===== config.mk =====
export PLATFORM = sky130hd
export DESIGN_NAME = prfDebugWb
export DESIGN_NICKNAME = d
export VERILOG_FILES = /design/src/common/prfPkg.sv /design/src/design/prfDebugWb.sv
export SDC_FILE = /design/constraint.sdc
export NUM_CORES = 1
export LEC_CHECK = 0
export BUFFER_PORTS_ARGS = -buffer_cell sky130_fd_sc_hd__buf_4
export CAP_MARGIN = 10
export CORE_MARGIN = 2
export CORE_UTILIZATION = 28
export DETAILED_ROUTE_END_ITERATION = 10
export GPL_TIMING_DRIVEN = 0
export PLACE_DENSITY = 0.77
export SLEW_MARGIN = 20
export SYNTH_ARGS = -nofsm -noshare
export SYNTH_HDL_FRONTEND = slang
export SYNTH_SLANG_ARGS = --single-unit
export TNS_END_PERCENT = 10

===== constraint.sdc =====
create_clock -name clk -period 1.2 [get_ports clk]
set_clock_uncertainty 0.05 [all_clocks]
set_input_delay 0.24 -clock clk [delete_from_list [all_inputs] [get_ports clk]]
set_output_delay 0.24 -clock clk [all_outputs]
set_load 0.005 [all_outputs]

===== src/common/prfPkg.sv =====
// Register file shared definitions
package prfPkg;

	// Default configuration, set at the top level
	localparam int NUM_LANES_DEF = 4;
	localparam int NUM_REGS_DEF  = 64;

	// Four byte banks per register, one per pipeline stage
	localparam int BYTES_PER_REG = 4;

	localparam int BYTE_W     = 8;
	localparam int TAG_W      = 6;  // Covers NUM_REGS_DEF
	localparam int BYTE_SEL_W = $clog2(BYTES_PER_REG);

	// One byte of register data
	typedef logic [BYTE_W-1:0] regByte_t;

	// Full register value
	typedef logic [BYTES_PER_REG*BYTE_W-1:0] regWord_t;

	// Physical register tag
	typedef logic [TAG_W-1:0] physTag_t;

	// Byte index within a register
	typedef logic [BYTE_SEL_W-1:0] byteSel_t;

	// Debug address, byte index above the tag
	typedef logic [BYTE_SEL_W+TAG_W-1:0] dbgAddr_t;

	// Debug slave states
	typedef enum logic
	{
		dbgIdle,
		dbgAck
	} dbgState_t;

endpackage


===== src/design/prfDebugWb.sv =====
`timescale 1ns/1ps
// Wishbone debug slave
module prfDebugWb
	import prfPkg::*;
(
	input  logic                     clk,
	input  logic                     rstN_i,

	// Wishbone classic slave
	input  logic                     wbCyc_i,
	input  logic                     wbStb_i,
	input  logic                     wbWe_i,
	input  dbgAddr_t                 wbAdr_i,
	input  regByte_t                 wbDat_i,
	output regByte_t                 wbDat_o,
	output logic                     wbAck_o,

	// Towards the byte banks
	output logic [BYTES_PER_REG-1:0] dbgWe_o,
	output physTag_t                 dbgTag_o,
	output regByte_t                 dbgByte_o,
	input  regByte_t                 dbgRdByte_i [0:BYTES_PER_REG-1]
);

	dbgState_t state;
	logic      accept;
	byteSel_t  reqByte;

	assign reqByte = wbAdr_i[TAG_W +: BYTE_SEL_W];
	assign accept  = wbCyc_i && wbStb_i && (state == dbgIdle);

	assign dbgTag_o  = wbAdr_i[TAG_W-1:0];
	assign dbgByte_o = wbDat_i;

	// One-hot bank select, only in the accept cycle
	always_comb
	begin
		dbgWe_o = '0;
		if (accept && wbWe_i)
		begin
			dbgWe_o[reqByte] = 1'b1;
		end
	end

	always_ff @(posedge clk)
	begin
		if (!rstN_i)
		begin
			state <= dbgIdle;
		end
		else
		begin
			case (state)
				dbgIdle:
				begin
					if (accept)
					begin
						state <= dbgAck;
					end
				end
				dbgAck: state <= dbgIdle;  // Back to idle before the next request
				default: state <= dbgIdle;
			endcase
		end
	end

	// Byte as it stood in the request cycle
	always_ff @(posedge clk)
	begin
		if (accept)
		begin
			wbDat_o <= dbgRdByte_i[reqByte];
		end
	end

	assign wbAck_o = (state == dbgAck);

endmodule


Word level (Yosys, flattened, before mapping)
Index checks and enable logic that the tools add are counted.

Flip-flop bits (word level): 9. Input port bits: 53.

Bitwise operators: 2. Reduce and logical (&&, ||, !) cells: 4. Order comparisons: 3. Mux-type cells: 8.

Operators with widths (number): 8-bit binary-select mux with 2-bit select (1); 8-bit two-way mux (2); 1-bit logical AND (4); 4-bit two-way mux (1); 3-bit >= comparator, second input constant (1); 2-bit by 3-bit < comparator with 1-bit output, second input constant (1); 2-bit NOT with 3-bit output (1); 1-bit demux with 2-bit select (1); 2-bit by 1-bit >= comparator with 1-bit output, second input constant (1); 1-bit two-way mux (2); 1-bit case mux with 2 select lines (1); 1-bit NOT (1).

Depth between registers and ports, before layout
Word-level depth: 5. Depth in mapped cells: 3. Depth with buffers taken out: 2.

Worst setup path after synthesis
No wires, ideal clock.

Path type: input-to-reg. Start: in wbAdr_i[6]. End: reg wbDat_o[0] (data pin). Data required time: 0.878 ns. Path slack: 0.031 ns. Data arrival time: 0.847 ns. Stages on the path: 2. Path through: buf_6 -> mux4_2.

Word-level cells in the longest chain between the ends: 4.

Ends and longest elaborated chain: from (decl) (RTL line prfDebugWb.sv:13) `input dbgAddr_t wbAdr_i,`; 2-bit NOT with 3-bit output (not written as such) (RTL line prfDebugWb.sv:72) `wbDat_o <= dbgRdByte_i[reqByte];`; 8-bit binary-select mux with 2-bit select (RTL line prfDebugWb.sv:72); 8-bit two-way mux (not written as such) (2 in a row) (RTL line prfDebugWb.sv:72); to (signal assigned) (RTL line prfDebugWb.sv:72); to (decl) (RTL line prfDebugWb.sv:15) `output regByte_t wbDat_o,`.

No other way between the ends. The select of a mux whose other input is x is not followed. A chain may end at the register's enable or synchronous reset.

Final worst setup path
Start: reg state (netlist: wbAck_o). End: out dbgWe_o[1].

Word-level cells in the longest chain between the ends: 4.

Ends and longest elaborated chain: from (decl) (RTL line prfDebugWb.sv:25) `dbgState_t state;`; from (signal assigned) (RTL line prfDebugWb.sv:49) `state <= dbgIdle;`; from (signal assigned) (RTL line prfDebugWb.sv:58) `state <= dbgAck;`; from (signal assigned) (RTL line prfDebugWb.sv:61) `dbgAck: state <= dbgIdle;`; 1-bit NOT; 1-bit logical AND (RTL line prfDebugWb.sv:30) `assign accept = wbCyc_i && wbStb_i && (state == dbgIdle);`; 1-bit logical AND (RTL line prfDebugWb.sv:39) `if (accept && wbWe_i)`; 4-bit two-way mux (RTL line prfDebugWb.sv:39); to (decl) (RTL line prfDebugWb.sv:19) `output logic [BYTES_PER_REG-1:0] dbgWe_o,`.

No other way between the ends.

==> flow_summary.ini <==
[outcome]
outcome = finished with violations
violations = negative setup slack

[synthesis]
yosys_warnings = 0
synth_most_common_cell = buf_4
yosysTopAreaCell = edfxtp_1
syn-instance-count = 42
syn_area_per_cell_sq_um = 14.8
synth_edf_count = 8
synth_common_cells = buf_4, edfxtp_1, mux4_2
seq_area_frac_synth_pct = 41.9
syn_nets = 95
synth_top_area_share_pct = 38.7
ys_ff_latch = 9
synth.cell_area_sq_um = 621
synth.distinct_cells = 12
async_flop_share_pct = 0
ys.flop_type = edfxtp_1
synth_area_leaders = edfxtp_1, mux4_2, buf_4

[clocking]
clockBufferDepth = 2
cts.sinks = 9
numCtsBuffers = 3
htree_levels = 1
clock_latency_ns = 0.24
clkTransAtPathRegs_ns = 0.06
cts_tree = done
cts_root_buf = clkbuf_4

[detailed_routing]
drt_iter0_markers = 2
drt-vias-per-instance = 4.52
wl_per_cell_um = 13.4
routed_wl_um = 1880
num_vias = 633
drtPass1Iterations = 3
ant_nets = 0
drcViolationCount = 0

[floorplanning]
io_pins = 80
die_y_um = 51.1
initial_core_util_pct = 28.9
fp.coreArea_sq_mm = 0.00215
die_area_sq_mm = 0.00261
rows = 17
die_w_um = 51.1

[power_and_ir_drop]
power_per_cell_area_mw_per_mm2 = 731
peakVddDrop_mv = 0.331
power_mw = 0.877
p_leak_nw = 0.574

[sta]
fmax_ghz = 0.635
rsz0062_at_grt = true
max-slew-margin-rel_pct = 80.4
finalCriticalPeriod_ns = 1.57
finalWorstSetupSlack_ns = -0.374
tightest_slew_ns = 0.293
finalCritPeriodShare_pct = 131
finalSetupViolations = 4
hold_violations = 0
slew_violations = 0

[cells_and_area]
area_growth_pct = 93.5
drive_gt1_share_pct = 85.7
nets = 166
finish.utilization_pct = 55.9
fin_area_sq_mm = 0.00120
num_antenna_cells = 0
final_cells = 140

[global_routing]
groute.usage.overall_pct = 14.3
antenna_found_initial = 0
grt_pass1_wl_um = 2800
grt_max_degree = 11
grt_pass1_vias = 616
grt_overflow_total = 0

[placed_design]
place_hpwl_um = 1550
port_buffers = 65
place_area_sq_mm = 0.00114
place_inst = 135
place.gp.congestion = 0.684

[setup_path]
required_ns = 0.91
cp-start-kind = flop
arrival_ns = 1.28
crit_fanout = 4
crit_type = reg -> out
end_kind = primary output

[hold_path]
hold_class = in -> reg

[flow_run]
cap_violations = 0
per-stage QoR:
step / setup TNS [ns] / hold slack [ns] / setup slack (ns)
after floorplan: 0 / 0.339 / 0.0312
after global placement: -1.60 / 0.394 / -0.137
after detailed placement: -2.02 / 0.425 / -0.155
after CTS: -1.09 / 0.210 / -0.289
after global routing: -1.73 / 0.202 / -0.453
final: -1.37 / 0.212 / -0.374
logic make-up (layout without fill, tap and decap cells):
| group | after synthesis | count (layout) | synth area share [%] |
|---|---|---|---|
| buffers and inverters | 16 | 86 | 19.6 |
| DFF | 9 | 9 | 41.9 |
| muxes | 8 | 8 | 30.2 |
| and+or+nand+nor | 9 | 9 | 8.27 |
cell type report:
cell class	instances	area, sq um
fill	180	947
tap	28	35.0
multi-input combinational	17	262
sequential	9	262
buffer	16	121
timing repair buffer	66	495
clock buffer	4	26.3
layer usage:
| layer | global-route usage, % | share of wire [%] | vias up |
|---|---|---|---|
| met5 | 0 | 0 | - |
| met2 | 24.9 | 53 | 55 |
| met1 | 16.2 | 32 | 285 |
| met3 | 4.09 | 13 | 4 |
| met4 | 6.31 | 1.3 | 0 |
| li1 | - | - | 289 |
sequential cells by signal, summed over array words and instances (netlist names):
register	cells
wbDat_o	8
wbAck_o	1
cells in the final DEF (no fill, tap or decap), drive strengths merged:
cell / instances
buf: 82
nor3: 1
nand2: 2
nor2: 2
edfxtp: 8
nor3b: 3
nand4b: 1
mux4: 8
dfxtp: 1
clkbuf: 4
worst paths after layout:
check | startpoint | endpoint | slack, ns | depth (start not counted)
hold / removal | rstN_i | wbAck_o | 0.21 | 2
hold reg to reg | wbAck_o | wbAck_o | 0.49 | 2
setup / recovery | wbAck_o | dbgWe_o[1] | -0.37 | 3
setup reg to reg | wbAck_o | wbDat_o[6] | 0.14 | 2
where the power goes:
group	switching, mW	leakage, nW	internal [mW]
Combinational	0.0806	0.476	0.206
Sequential	0.00457	0.0833	0.364
Clock	0.0948	0.0150	0.127
critical path, cell delays in order, from the launching register on:
cell and delay, ns:
dfxtp_2 0.32, nand4b_1 0.32, nor3b_2 0.26, buf_4 0.14
what timing repair did:
| item | CTS | global route |
|---|---|---|
| setup endpoints to repair | 12 | 12 |
| buffers inserted | 1 | 0 |
| gates resized for setup | 4 | 2 |
| hold buffers | 0 | 0 |
| pin swaps | 1 | 1 |
(Power assumes the default switching activity.)
